==> config.mk <==
export PLATFORM = sky130hd
export DESIGN_NAME = smc_top
export DESIGN_NICKNAME = d
export VERILOG_FILES = /design/src/verilog/smc_ahb_pkg.sv /design/src/verilog/smc_emi_pkg.sv /design/src/verilog/smc_ahb_slave.sv /design/src/verilog/smc_emi_drive.sv /design/src/verilog/smc_timing_seq.sv /design/src/verilog/smc_top.sv
export VERILOG_INCLUDE_DIRS = /design/src /design/src/verilog
export SDC_FILE = /design/constraint.sdc
export NUM_CORES = 1
export LEC_CHECK = 0
export BUFFER_PORTS_ARGS = -buffer_cell sky130_fd_sc_hd__buf_2
export CELL_PAD_IN_SITES_DETAIL_PLACEMENT = 1
export CELL_PAD_IN_SITES_GLOBAL_PLACEMENT = 1
export CORE_UTILIZATION = 30
export CTS_BUF_LIST = sky130_fd_sc_hd__clkbuf_16
export DETAILED_ROUTE_END_ITERATION = 8
export PLACE_DENSITY_LB_ADDON = 0.15
export SLEW_MARGIN = 20
export SYNTH_ARGS = -nofsm -noshare
export SYNTH_HDL_FRONTEND = slang
export SYNTH_SLANG_ARGS = --single-unit
==> constraint.sdc <==
create_clock -name hclk -period 4 [get_ports hclk]
set_input_delay 0.8 -clock hclk [delete_from_list [all_inputs] [get_ports hclk]]
set_output_delay 0.8 -clock hclk [all_outputs]
set_load 0.01 [all_outputs]
==> src/verilog/smc_config.svh <==
`ifndef SMC_CONFIG_SVH
`define SMC_CONFIG_SVH

// --------------------------------------------------
// External bus cycle timing, in hclk cycles
// --------------------------------------------------

// Chip select low to strobe low
// Zero skips the lead phase
`define SMC_CSLE 1

// Wait states
// Strobe stays low for SMC_WS+1 cycles
`define SMC_WS 2

// Strobe high to chip select high
// Bus float time before the next access
// Zero skips the trail phase
`define SMC_CSTE 1

// All three must fit the 8-bit timing counter
// AHB latency is SMC_CSLE + SMC_WS + SMC_CSTE + 4 cycles

`endif

==> src/verilog/smc_ahb_pkg.sv <==
package smc_ahb_pkg;

  // --------------------------------------------------
  // AHB-lite side types
  // --------------------------------------------------

  typedef logic [31:0] haddr_t;  // Byte address
  typedef logic [31:0] hdata_t;  // Read and write data

  // Transfer type
  typedef enum logic [1:0] {
    IDLE   = 2'b00,  // No transfer
    BUSY   = 2'b01,  // Master inserting idle cycle in a burst
    NONSEQ = 2'b10,  // First or single transfer
    SEQ    = 2'b11   // Burst continuation
  } htrans_e;

  // Transfer size
  // Larger sizes are not supported on a 32-bit bus
  typedef enum logic [2:0] {
    BYTE = 3'b000,  // 8 bits
    HALF = 3'b001,  // 16 bits
    WORD = 3'b010   // 32 bits
  } hsize_e;

endpackage

==> src/verilog/smc_emi_pkg.sv <==
package smc_emi_pkg;

  import smc_ahb_pkg::haddr_t;
  import smc_ahb_pkg::hdata_t;

  // --------------------------------------------------
  // External memory interface types
  // --------------------------------------------------

  typedef logic [3:0] emi_be_t;  // Byte enables, active high internally
  typedef logic [7:0] tcount_t;  // Phase length counter

  // One external access, held while req is high
  typedef struct packed {
    haddr_t  addr;   // Byte address from AHB
    hdata_t  wdata;  // Write data, captured in data phase
    emi_be_t be;     // Lanes touched
    logic    write;  // 1 = write, 0 = read
  } smc_access_t;

  // External strobes, all active low
  typedef struct packed {
    logic       n_cs;      // Chip select
    logic       n_rd;      // Read strobe
    logic       n_wr;      // Write enable
    logic [3:0] n_we;      // Per-byte write strobes
    logic       n_ext_oe;  // Write data output enable
  } emi_ctrl_t;

  // Sequencer states
  typedef enum logic [2:0] {
    ST_IDLE,    // Waiting for req
    ST_LEAD,    // CS low, strobe not yet
    ST_STROBE,  // Strobe low for the wait states
    ST_TRAIL,   // Strobe high, CS held for float time
    ST_DONE     // ack high until req drops
  } smc_state_e;

endpackage

==> src/verilog/smc_ahb_slave.sv <==
module smc_ahb_slave (
  input  logic                     hclk,
  input  logic                     arst_n,
  input  smc_ahb_pkg::haddr_t      haddr,
  input  smc_ahb_pkg::htrans_e     htrans,
  input  logic                     hsel,
  input  logic                     hwrite,
  input  smc_ahb_pkg::hsize_e      hsize,
  input  logic                     hready,      // Muxed ready from the bus
  input  smc_ahb_pkg::hdata_t      hwdata,
  input  smc_ahb_pkg::hdata_t      rdata,       // Latched external read data
  input  logic                     access_ack,
  output smc_emi_pkg::smc_access_t access,
  output logic                     access_req,
  output logic                     smc_hready,
  output smc_ahb_pkg::hdata_t      smc_hrdata
);

  import smc_ahb_pkg::*;
  import smc_emi_pkg::*;

  logic    addr_phase;  // Valid address phase this cycle
  logic    data_phase;  // Data phase pending, hwdata on the bus
  logic    start_req;   // Launch the access
  emi_be_t be_nxt;      // Lanes of the sampled transfer
  hdata_t  lane_mask;   // Read data mask from be

  // --------------------------------------------------
  // Address phase
  // --------------------------------------------------

  // Only sampled while not busy
  assign addr_phase = hsel && hready && smc_hready &&
                      (htrans == NONSEQ || htrans == SEQ);

  // Little endian lane select
  always_comb begin
    case (hsize)
      BYTE:    be_nxt = emi_be_t'(4'b0001 << haddr[1:0]);
      HALF:    be_nxt = haddr[1] ? 4'b1100 : 4'b0011;
      default: be_nxt = 4'b1111;  // Word and anything wider
    endcase
  end

  // Hold off req until the previous ack has dropped
  assign start_req = data_phase && !access_ack;

  // --------------------------------------------------
  // Handshake and hready
  // --------------------------------------------------

  always_ff @(posedge hclk or negedge arst_n) begin
    if (!arst_n) begin
      data_phase <= 1'b0;
      access_req <= 1'b0;
      smc_hready <= 1'b1;
    end else begin
      if (addr_phase) begin
        data_phase <= 1'b1;
        smc_hready <= 1'b0;  // Stall the data phase
      end else if (start_req) begin
        data_phase <= 1'b0;
        access_req <= 1'b1;
      end else if (access_req && access_ack) begin
        access_req <= 1'b0;  // Access finished
        smc_hready <= 1'b1;  // Completing cycle
      end
    end
  end

  // Access payload
  always_ff @(posedge hclk) begin
    if (addr_phase) begin
      access.addr  <= haddr;
      access.be    <= be_nxt;
      access.write <= hwrite;
    end
    if (start_req && access.write) begin
      access.wdata <= hwdata;  // Write data valid in data phase
    end
  end

  // --------------------------------------------------
  // Read data return
  // --------------------------------------------------

  // Unaddressed lanes read as zero
  always_comb begin
    for (int i = 0; i < 4; i++) begin
      lane_mask[8*i +: 8] = {8{access.be[i]}};
    end
  end

  assign smc_hrdata = rdata & lane_mask;  // Sampled by master while smc_hready high

endmodule

==> src/verilog/smc_emi_drive.sv <==
module smc_emi_drive (
  input  logic                     hclk,
  input  logic                     arst_n,
  input  smc_emi_pkg::smc_access_t access,
  input  smc_emi_pkg::smc_state_e  state,
  input  logic                     latch,
  input  smc_ahb_pkg::hdata_t      data_smc,  // External read data
  output smc_ahb_pkg::haddr_t      smc_addr,
  output smc_ahb_pkg::hdata_t      smc_data,
  output smc_emi_pkg::emi_be_t     smc_n_be,  // Active low
  output smc_emi_pkg::emi_ctrl_t   smc_ctrl,
  output smc_ahb_pkg::hdata_t      rdata
);

  import smc_emi_pkg::*;

  logic      cs_phase;   // Lead, strobe or trail
  logic      strobe;     // Strobe phase
  emi_ctrl_t ctrl_nxt;

  assign cs_phase = state inside {ST_LEAD, ST_STROBE, ST_TRAIL};
  assign strobe   = (state == ST_STROBE);

  // --------------------------------------------------
  // Strobe decode
  // --------------------------------------------------

  always_comb begin
    ctrl_nxt.n_cs     = !cs_phase;
    ctrl_nxt.n_rd     = !(strobe && !access.write);
    ctrl_nxt.n_wr     = !(strobe && access.write);
    // Only the addressed lanes get a write strobe
    ctrl_nxt.n_we     = ~(access.be & {4{strobe && access.write}});
    ctrl_nxt.n_ext_oe = !(cs_phase && access.write);  // Drive bus on writes
  end

  // --------------------------------------------------
  // Output registers, one cycle behind state
  // --------------------------------------------------

  always_ff @(posedge hclk or negedge arst_n) begin
    if (!arst_n) begin
      smc_ctrl <= '1;  // All strobes inactive
      smc_n_be <= '1;
    end else begin
      smc_ctrl <= ctrl_nxt;
      smc_n_be <= cs_phase ? ~access.be : '1;
    end
  end

  // Address and write data
  always_ff @(posedge hclk) begin
    if (cs_phase) begin
      smc_addr <= access.addr;
      smc_data <= access.wdata;
    end
  end

  // Read capture on the last strobe cycle
  always_ff @(posedge hclk) begin
    if (latch) begin
      rdata <= data_smc;
    end
  end

endmodule

==> src/verilog/smc_timing_seq.sv <==
`include "smc_config.svh"

module smc_timing_seq (
  input  logic                    hclk,
  input  logic                    arst_n,
  input  logic                    access_req,
  output logic                    access_ack,
  output smc_emi_pkg::smc_state_e state,
  output logic                    latch       // Read data capture pulse
);

  import smc_emi_pkg::*;

  // --------------------------------------------------
  // Phase lengths
  // --------------------------------------------------

  localparam bit HAS_LEAD  = (`SMC_CSLE > 0);
  localparam bit HAS_TRAIL = (`SMC_CSTE > 0);

  // Counters run down to zero, so load length minus one
  localparam tcount_t LEAD_LOAD   = HAS_LEAD  ? tcount_t'(`SMC_CSLE - 1) : '0;
  localparam tcount_t STROBE_LOAD = tcount_t'(`SMC_WS);
  localparam tcount_t TRAIL_LOAD  = HAS_TRAIL ? tcount_t'(`SMC_CSTE - 1) : '0;

  smc_state_e state_nxt;
  tcount_t    cnt;       // Cycles left in current phase
  tcount_t    cnt_nxt;
  logic       cnt_zero;  // Last cycle of the phase

  assign cnt_zero = (cnt == '0);

  // --------------------------------------------------
  // Next state
  // --------------------------------------------------

  always_comb begin
    state_nxt = state;
    cnt_nxt   = cnt_zero ? cnt : cnt - 1'b1;  // Count down by default

    case (state)
      ST_IDLE: begin
        if (access_req) begin
          if (HAS_LEAD) begin
            state_nxt = ST_LEAD;
            cnt_nxt   = LEAD_LOAD;
          end else begin
            state_nxt = ST_STROBE;  // No chip select lead
            cnt_nxt   = STROBE_LOAD;
          end
        end
      end

      ST_LEAD: begin
        if (cnt_zero) begin
          state_nxt = ST_STROBE;
          cnt_nxt   = STROBE_LOAD;
        end
      end

      ST_STROBE: begin
        if (cnt_zero) begin
          if (HAS_TRAIL) begin
            state_nxt = ST_TRAIL;
            cnt_nxt   = TRAIL_LOAD;
          end else begin
            state_nxt = ST_DONE;  // CS released with the strobe
          end
        end
      end

      ST_TRAIL: begin
        if (cnt_zero) begin
          state_nxt = ST_DONE;
        end
      end

      ST_DONE: begin
        if (!access_req) begin
          state_nxt = ST_IDLE;  // Slave has seen ack
        end
      end

      default: state_nxt = ST_IDLE;
    endcase
  end

  // --------------------------------------------------
  // Registers
  // --------------------------------------------------

  always_ff @(posedge hclk or negedge arst_n) begin
    if (!arst_n) begin
      state <= ST_IDLE;
      cnt   <= '0;
      latch <= 1'b0;
    end else begin
      state <= state_nxt;
      cnt   <= cnt_nxt;
      // Lines up with the last external strobe cycle
      latch <= (state == ST_STROBE) && cnt_zero;
    end
  end

  // Held high until req falls
  assign access_ack = (state == ST_DONE);

endmodule

==> src/verilog/smc_top.sv <==
module smc_top (
  input  logic                   hclk,
  input  logic                   arst_n,
  input  smc_ahb_pkg::haddr_t    haddr,
  input  smc_ahb_pkg::htrans_e   htrans,
  input  logic                   hsel,
  input  logic                   hwrite,
  input  smc_ahb_pkg::hsize_e    hsize,
  input  smc_ahb_pkg::hdata_t    hwdata,
  input  logic                   hready,      // Muxed AHB ready
  input  smc_ahb_pkg::hdata_t    data_smc,    // EMI read data
  output smc_ahb_pkg::hdata_t    smc_hrdata,
  output logic                   smc_hready,
  output smc_ahb_pkg::haddr_t    smc_addr,
  output smc_ahb_pkg::hdata_t    smc_data,
  output smc_emi_pkg::emi_be_t   smc_n_be,    // Active low
  output smc_emi_pkg::emi_ctrl_t smc_ctrl
);

  import smc_ahb_pkg::*;
  import smc_emi_pkg::*;

  // --------------------------------------------------
  // Internal links
  // --------------------------------------------------

  smc_access_t access;      // Current access, held during req
  logic        access_req;
  logic        access_ack;
  smc_state_e  state;       // Sequencer phase
  logic        latch;       // Read capture pulse
  hdata_t      rdata;       // Latched read data

  smc_ahb_slave slave_i (
    .hclk, .arst_n, .haddr, .htrans, .hsel, .hwrite, .hsize, .hready, .hwdata,
    .rdata, .access_ack, .access, .access_req, .smc_hready, .smc_hrdata
  );

  smc_timing_seq seq_i (.hclk, .arst_n, .access_req, .access_ack, .state, .latch);

  smc_emi_drive drive_i (
    .hclk, .arst_n, .access, .state, .latch, .data_smc,
    .smc_addr, .smc_data, .smc_n_be, .smc_ctrl, .rdata
  );

endmodule
==> metrics.log, run 1 <==
[metrics] post-synthesis cell type count: 34
[metrics] cts-stage hold buffer count: 0
[metrics] Net Count, Synth: 426
[metrics] cell at the root of the clock tree: clkbuf_16
[metrics] Total Routing Usage GR: 0.128
[metrics] CTS H-tree lvls: 4
[metrics] GR Layer Usage met1: 0.148
[metrics] highest-utilization routing layer at the global route stage: met2
[metrics] post-route DRC violation count: 0
[metrics] detailed-routing iteration count for the pre-antenna-repair pass: 4
[metrics] ANT cells: 0
[metrics] crit share post-route: 0.523
[metrics] RSZ-0062 raised after global routing: false
[metrics] Final Util: 0.411
[metrics] fraction of synthesized area in multiplexers: 0.00157
[metrics] Pins Over Slew Limit: 0
[metrics] Worst Path Arrival: 1.29 ns
[metrics] final weighted congestion in routability-driven placement: 0.686
[metrics] Num CTS Buffers: 17
[metrics] synthesized-area fraction occupied by adder cells: 0.00590
[metrics] global routing met3 resource utilization: 0.0586
[metrics] min-delay worst type: primary input to async pin
[metrics] DR WL/cell: 16.1 um
[metrics] Final Net Count: 658
[metrics] post-cts gate resize count: 0
[metrics] Syn Inst Count: 317
[metrics] via density per instance: 4.19
[metrics] share of synthesized registers carrying an async set or reset: 0.141
[metrics] growth of design area from synthesis to finish: 32.2%
[metrics] required time at the endpoint of the critical path: 3.20 ns
[metrics] Max Cap Viol: 0
[metrics] count of boundary I/O pins: 215
[metrics] DRC violation total after the first TritonRoute iteration: 134
[metrics] number of vias in the routed layout: 3484
[metrics] number of setup violations in the final report: 0
[metrics] count of flip-flops with a built-in enable after synthesis: 165
[metrics] total of buffers placed on input and output ports: 213
[metrics] minimum clock period after layout: 2.09 ns
[metrics] proportion of synthesized chip area in sequential cells: 0.887
[metrics] hold violation count in the final report: 0
[metrics] xor/xnor share of the synthesized area: 0.00688
[metrics] largest net degree at the start of global routing: 44
[metrics] setup slack at placement: 1.72 ns
[metrics] Worst Skew: 0.0107 ns
[metrics] basic-gate share of the synthesized area counting and, or, nand and nor cells: 0.0690
[metrics] Area after DPL: 7800 um2
[metrics] post-synthesis average cell area: 20.1 um2
[metrics] layout filler cell count: 2098
[metrics] maximum clock path buffer count: 2
[metrics] Worst Setup End Kind: primary output
[metrics] register bit total from synthesis: 192
[metrics] buffers inserted during post-CTS setup optimization: 0
[metrics] kind of launch point of the worst setup path: register
[metrics] Total Die Area: 21800 um2
[metrics] clock transition time at the flip-flop clock pins of the worst setup and hold paths: 0.08 ns
[metrics] kind of critical path: register to primary output
[metrics] Worst-Skew Late Latency: 0.43 ns
[metrics] detailed placement HPWL: 9350 um
[metrics] GRT Residual Overflow: 0
[metrics] fraction of final layout cells sized beyond drive strength 1: 0.480
[metrics] number of rows created at floorplan: 52
[metrics] post-route ant nets: 0
[metrics] f_max: 0.478 GHz
[metrics] most used flip-flop cell after synthesis: edfxtp_1
[metrics] area fraction in compound gates after synthesis: 0.0226
[metrics] final instance area: 8420 um2
[metrics] Routed Wire Length: 13400 um
[metrics] dominant combinational cell family by area after synthesis: simple AND/OR/NAND/NOR gates
[metrics] final setup margin: 1.91 ns
[metrics] combined area of all synthesized cells: 6370 um2
[metrics] relative slew slack: 0.391
[metrics] height of the chip: 148 um
[metrics] TritonCTS clock tree: yes
[metrics] initial standard-cell utilization of the core: 0.311
[metrics] Yosys warning count: 0
[metrics] global-route wire length before repair: 20700 um
[metrics] run status: finished clean
[metrics] Post-Route Setup TNS: 0 ns
[metrics] Worst Max-Slew Pin Slew: 0.911 ns
[metrics] Worst VDD drop: 0.274 mV
[metrics] vias in the first global route: 3785
[metrics] CP max FO: 10
[metrics] Chip Width: 148 um
[metrics] CORE AREA: 20500 um2
[metrics] Static Leak: 3.39 nW
[metrics] pwr/cell area: 588 nW/um2
[metrics] antenna violations before repair: 0
[metrics] clock sinks: 192
[metrics] met2 Use GR: 0.212
## layer usage
layer	up-vias	wire (um)
li1	1634	-
met1	1694	5480
met2	146	6550
met3	10	1260
met4	0	127
met5	-	0
## path summary, 6_finish.rpt
path | start | end | slack (ns) | cells past startpoint
max reg2reg | seq_i.cnt[1] | seq_i.cnt[0] | 1.91 | 7
max in group asynchronous | arst_n | seq_i.cnt[6] | 3.18 | 1
min reg2reg | slave_i.access[7] | drive_i.smc_data[2] | 0.42 | 0
min in group hclk | slave_i.access[7] | drive_i.smc_data[2] | 0.42 | 0
min | arst_n | seq_i.latch | 0.39 | 1
max | slave_i.access[4] | smc_hrdata[30] | 1.91 | 2
## cell type report
type | count | area (um2) | share of cell area
Clock inverter | 15 | 188 | 0.0223
Tap cell | 270 | 338 | 0.0401
Clock buffer | 17 | 425 | 0.0505
Sequential cell | 192 | 5650 | 0.671
Timing Repair Buffer | 215 | 1090 | 0.130
Multi-Input combinational cell | 113 | 689 | 0.0819
Inverter | 10 | 37.5 | 0.00446
## where the power goes
group          internal (mW)  switching [mW]
combinational          0.265           0.414
sequential              2.44           0.128
clock                  0.853           0.846
## per-stage QoR
| step | cells | hold slack [ns] | total power [mW] |
|---|---|---|---|
| detailed placement | 800 | 0.405 | 3.31 |
| CTS | 832 | 0.399 | 5.03 |
| global route | 832 | 0.427 | 5.19 |
| floorplan | 317 | 0.400 | 3.01 |
| finish | 832 | 0.395 | 4.95 |
| global placement | 800 | 0.400 | 3.29 |
## sequential cells by signal, indices dropped and copies added (netlist names), 3 cells and up
name	cells
drive_i.smc_data	32
drive_i.smc_n_be	4
slave_i.access	69
drive_i.rdata	32
seq_i.cnt	8
drive_i.smc_ctrl	8
seq_i.state	3
drive_i.smc_addr	32
## synthesized netlist by cell type (2+ instances only)
cell	instances	area share
a21oi_1	9	0.0071
dfstp_2	13	0.054
nor2_2	2	0.0020
edfxtp_1	165	0.78
nand2_1	17	0.010
xor2_1	3	0.0041
nor2_1	14	0.0083
o21ai_0	8	0.0063
nor3_1	3	0.0024
and2_1	33	0.032
nand2b_1	2	0.0020
xnor2_1	2	0.0028
ha_1	3	0.0059
dfrtp_1	14	0.055
inv_1	10	0.0059
## cells in the final DEF, fill, tap and decap left out, drive strengths merged, types with 2 or more instances in the layout
cell	netlist	final
a21oi	9	9
and2	33	33
buf	1	215
clkbuf	1	17
clkinv	0	7
dfrtp	14	14
dfstp	13	13
edfxtp	165	165
ha	3	3
inv	10	17
nand2	18	18
nand2b	2	2
nor2	16	16
nor3	3	3
o21ai	8	8
o31ai	2	2
xnor2	2	2
xor2	3	3
## cell families after synthesis
family                   Yosys count
buffers and inverters             12
XOR/XNOR                           5
flip-flops                       192
AND/OR/NAND/NOR                   80
adder cells (fa/ha/maj)            3
AO/OA/AOI/OAI                     24
multiplexers                       1
## critical path, stage by stage, from the launching register on
cell      delay (ns)
edfxtp_1        0.52
and2_1          0.20
buf_2           0.14
(Power assumes the default switching activity.)
==> run 2, diff against run 1 <==
==> constraint.sdc (replaced) <==
create_clock -name hclk -period 1.9 [get_ports hclk]
set_input_delay 0.38 -clock hclk [delete_from_list [all_inputs] [get_ports hclk]]
set_output_delay 0.38 -clock hclk [all_outputs]
set_load 0.01 [all_outputs]
==> run 2 against run 1 <==
Effect of this change: combinational power increased by 130%; clock skew decreased by 0.0024 ns; clock power increased by 96%; routed wire length increased by 0.97%; register-to-register slack got worse by 1.7 ns; total power increased by 110%; critical path depth unchanged; non-clock buffer count increased by 9; worst hold slack got worse by 0.27 ns; via count increased by 2.0%; worst setup slack got worse by 1.7 ns; count of clock-buffer cells in the layout unchanged.
==> metrics.log, run 2 (synthesis results as in run 1) <==
[metrics] run status: finished clean
[metrics] clock sinks: 192
[metrics] post-route ant nets: 0
[metrics] DR WL/cell: 16.1 um
[metrics] total of buffers placed on input and output ports: 213
[metrics] Seq. cell area: 5650 um2
[metrics] initial standard-cell utilization of the core: 0.311
[metrics] Worst Skew: 0.00827 ns
[metrics] ANT cells: 0
[metrics] count of boundary I/O pins: 215
[metrics] max FFs per register: 69
[metrics] detailed placement HPWL: 9350 um
[metrics] DRC violation total after the first TritonRoute iteration: 124
[metrics] slowest stage delay, CP: 0.56 ns
[metrics] area of the multi-input gates: 702 um2
[metrics] post-route worst hold slack: 0.121 ns
[metrics] CORE AREA: 20500 um2
[metrics] Post-Route Setup TNS: 0 ns
[metrics] most common cell after layout, fill and taps aside: buf_2
[metrics] cell with the largest stage delay on the worst path: edfxtp_1
[metrics] kind of launch point of the worst setup path: register
[metrics] final setup margin: 0.174 ns
[metrics] Cell Chain, Critical Path: and2_1, buf_2
[metrics] Total Die Area: 21800 um2
[metrics] Static Leak: 3.41 nW
[metrics] Final Net Count: 667
[metrics] clock transition time at the flip-flop clock pins of the worst setup and hold paths: 0.07 ns
[metrics] Num CTS Buffers: 17
[metrics] largest net degree at the start of global routing: 42
[metrics] buffers and inverters on the worst path: 1
[metrics] final weighted congestion in routability-driven placement: 0.726
[metrics] hold violation count in the final report: 0
[metrics] crit share post-route: 0.909
[metrics] number of rows created at floorplan: 52
[metrics] cell total after placement: 808
[metrics] length of routed wiring on met1: 5220 um
[metrics] Worst Path Arrival: 1.35 ns
[metrics] setup slack at placement: 0.116 ns
[metrics] Worst VDD drop: 0.597 mV
[metrics] number of setup violations in the final report: 0
[metrics] Largest delay share family, worst path: flip-flops
[metrics] GRT Residual Overflow: 0
[metrics] Routed Wire Length: 13500 um
[metrics] pwr/cell area: 1220 nW/um2
[metrics] buffers inserted during post-CTS setup optimization: 0
[metrics] filler-free cell count of the finished design: 841
[metrics] min-delay worst type: primary input to register
[metrics] CTS H-tree lvls: 4
[metrics] Total Routing Usage GR: 0.129
[metrics] Max Cap Viol: 0
[metrics] number of vias in the routed layout: 3555
[metrics] layout filler cell count: 2099
[metrics] maximum clock path buffer count: 2
[metrics] global-route wire length before repair: 20800 um
[metrics] growth of design area from synthesis to finish: 32.9%
[metrics] Chip Width: 148 um
[metrics] antenna violations before repair: 2
[metrics] fraction of final layout cells sized beyond drive strength 1: 0.489
[metrics] Worst Setup End Kind: primary output
[metrics] leading cell types in the layout, fill and taps excluded: buf_2, edfxtp_1, and2_1
[metrics] relative slew slack: 0.558
[metrics] Worst Max-Slew Pin Slew: 0.663 ns
[metrics] vias in the first global route: 3771
[metrics] routed length on met3: 1370 um
[metrics] highest metal used: met5
[metrics] TritonCTS clock tree: yes
[metrics] detailed-routing iteration count for the pre-antenna-repair pass: 4
[metrics] Pins Over Slew Limit: 0
[metrics] height of the chip: 148 um
[metrics] Most flops, register: slave_i.access
[metrics] f_max: 0.579 GHz
[metrics] via density per instance: 4.23
[metrics] routed length on met2: 6710 um
[metrics] Worst-Skew Late Latency: 0.43 ns
[metrics] RSZ-0062 raised after global routing: false
[metrics] CP max FO: 10
[metrics] minimum clock period after layout: 1.73 ns
[metrics] post-route DRC violation count: 0
[metrics] required time at the endpoint of the critical path: 1.52 ns
[metrics] Final Util: 0.413
[metrics] kind of critical path: register to primary output
[metrics] cell at the root of the clock tree: clkbuf_16
## run 2: cell types whose count changed in the layout (fill, tap and decap cells not counted), moves of 2 or more
cell | previous run | this run
clkinv_2 | 0 | 4
buf_4 | 1 | 7
clkinv_8 | 6 | 1
buf_12 | 1 | 3
## run 2: path summary, 6_finish.rpt
kind	from	slack [ns]	to	depth (start not counted)
worst max register to register	seq_i.cnt[0]	0.20	seq_i.cnt[0]	7
worst min register to register	slave_i.access[59]	0.42	drive_i.smc_addr[22]	0
min in group asynchronous	arst_n	0.52	slave_i.access_req	2
max in group asynchronous	arst_n	0.95	seq_i.cnt[4]	2
worst max-delay path	slave_i.access[1]	0.17	smc_hrdata[2]	2
worst min-delay path	haddr[27]	0.12	slave_i.access[64]	1
## run 2: final cells by class
type | instances | area share
Tap cell | 270 | 0.0399
Sequential cell | 192 | 0.667
Inverter | 10 | 0.00443
Clock buffer | 17 | 0.0503
Timing Repair Buffer | 224 | 0.140
Clock inverter | 15 | 0.0149
Multi-Input combinational cell | 113 | 0.0829
## run 2: metrics by stage
stage / instance area (um2) / total power [mW]
6_report: 8460 / 10.3
5_1_grt: 8460 / 10.8
4_1_cts: 8460 / 10.5
3_5_place_dp: 7900 / 7.08
3_3_place_gp: 7900 / 7.01
2_1_floorplan: 6400 / 6.34
## run 2: what timing repair did
action | CTS | global route
hold buffers | 1 | 0
endpoints found under the hold margin | 14 | 0
resized for setup | 0 | 1
endpoints found under the setup margin | 0 | 1
## run 2: power by group
group | switching (mW) | total (mW) | internal [mW]
sequential | 0.270 | 5.41 | 5.14
combinational | 0.919 | 1.55 | 0.635
clock | 1.63 | 3.34 | 1.71
## run 2: layer usage
layer  GRT usage  vias to the layer above
met2       0.212                      158
met4      0.0505                        4
met3      0.0590                       24
met1       0.145                     1718
li1            -                     1651
met5           0                        -
## run 2: worst reg2reg max path: cells and delay by family, from the launching register on
kind | cells | cell delay [ns]
AND/OR/NAND/NOR | 2 | 0.31
buffers and inverters | 1 | 0.12
AO/OA/AOI/OAI | 2 | 0.25
flip-flops | 1 | 0.41
adder cells (fa/ha/maj) | 2 | 0.49
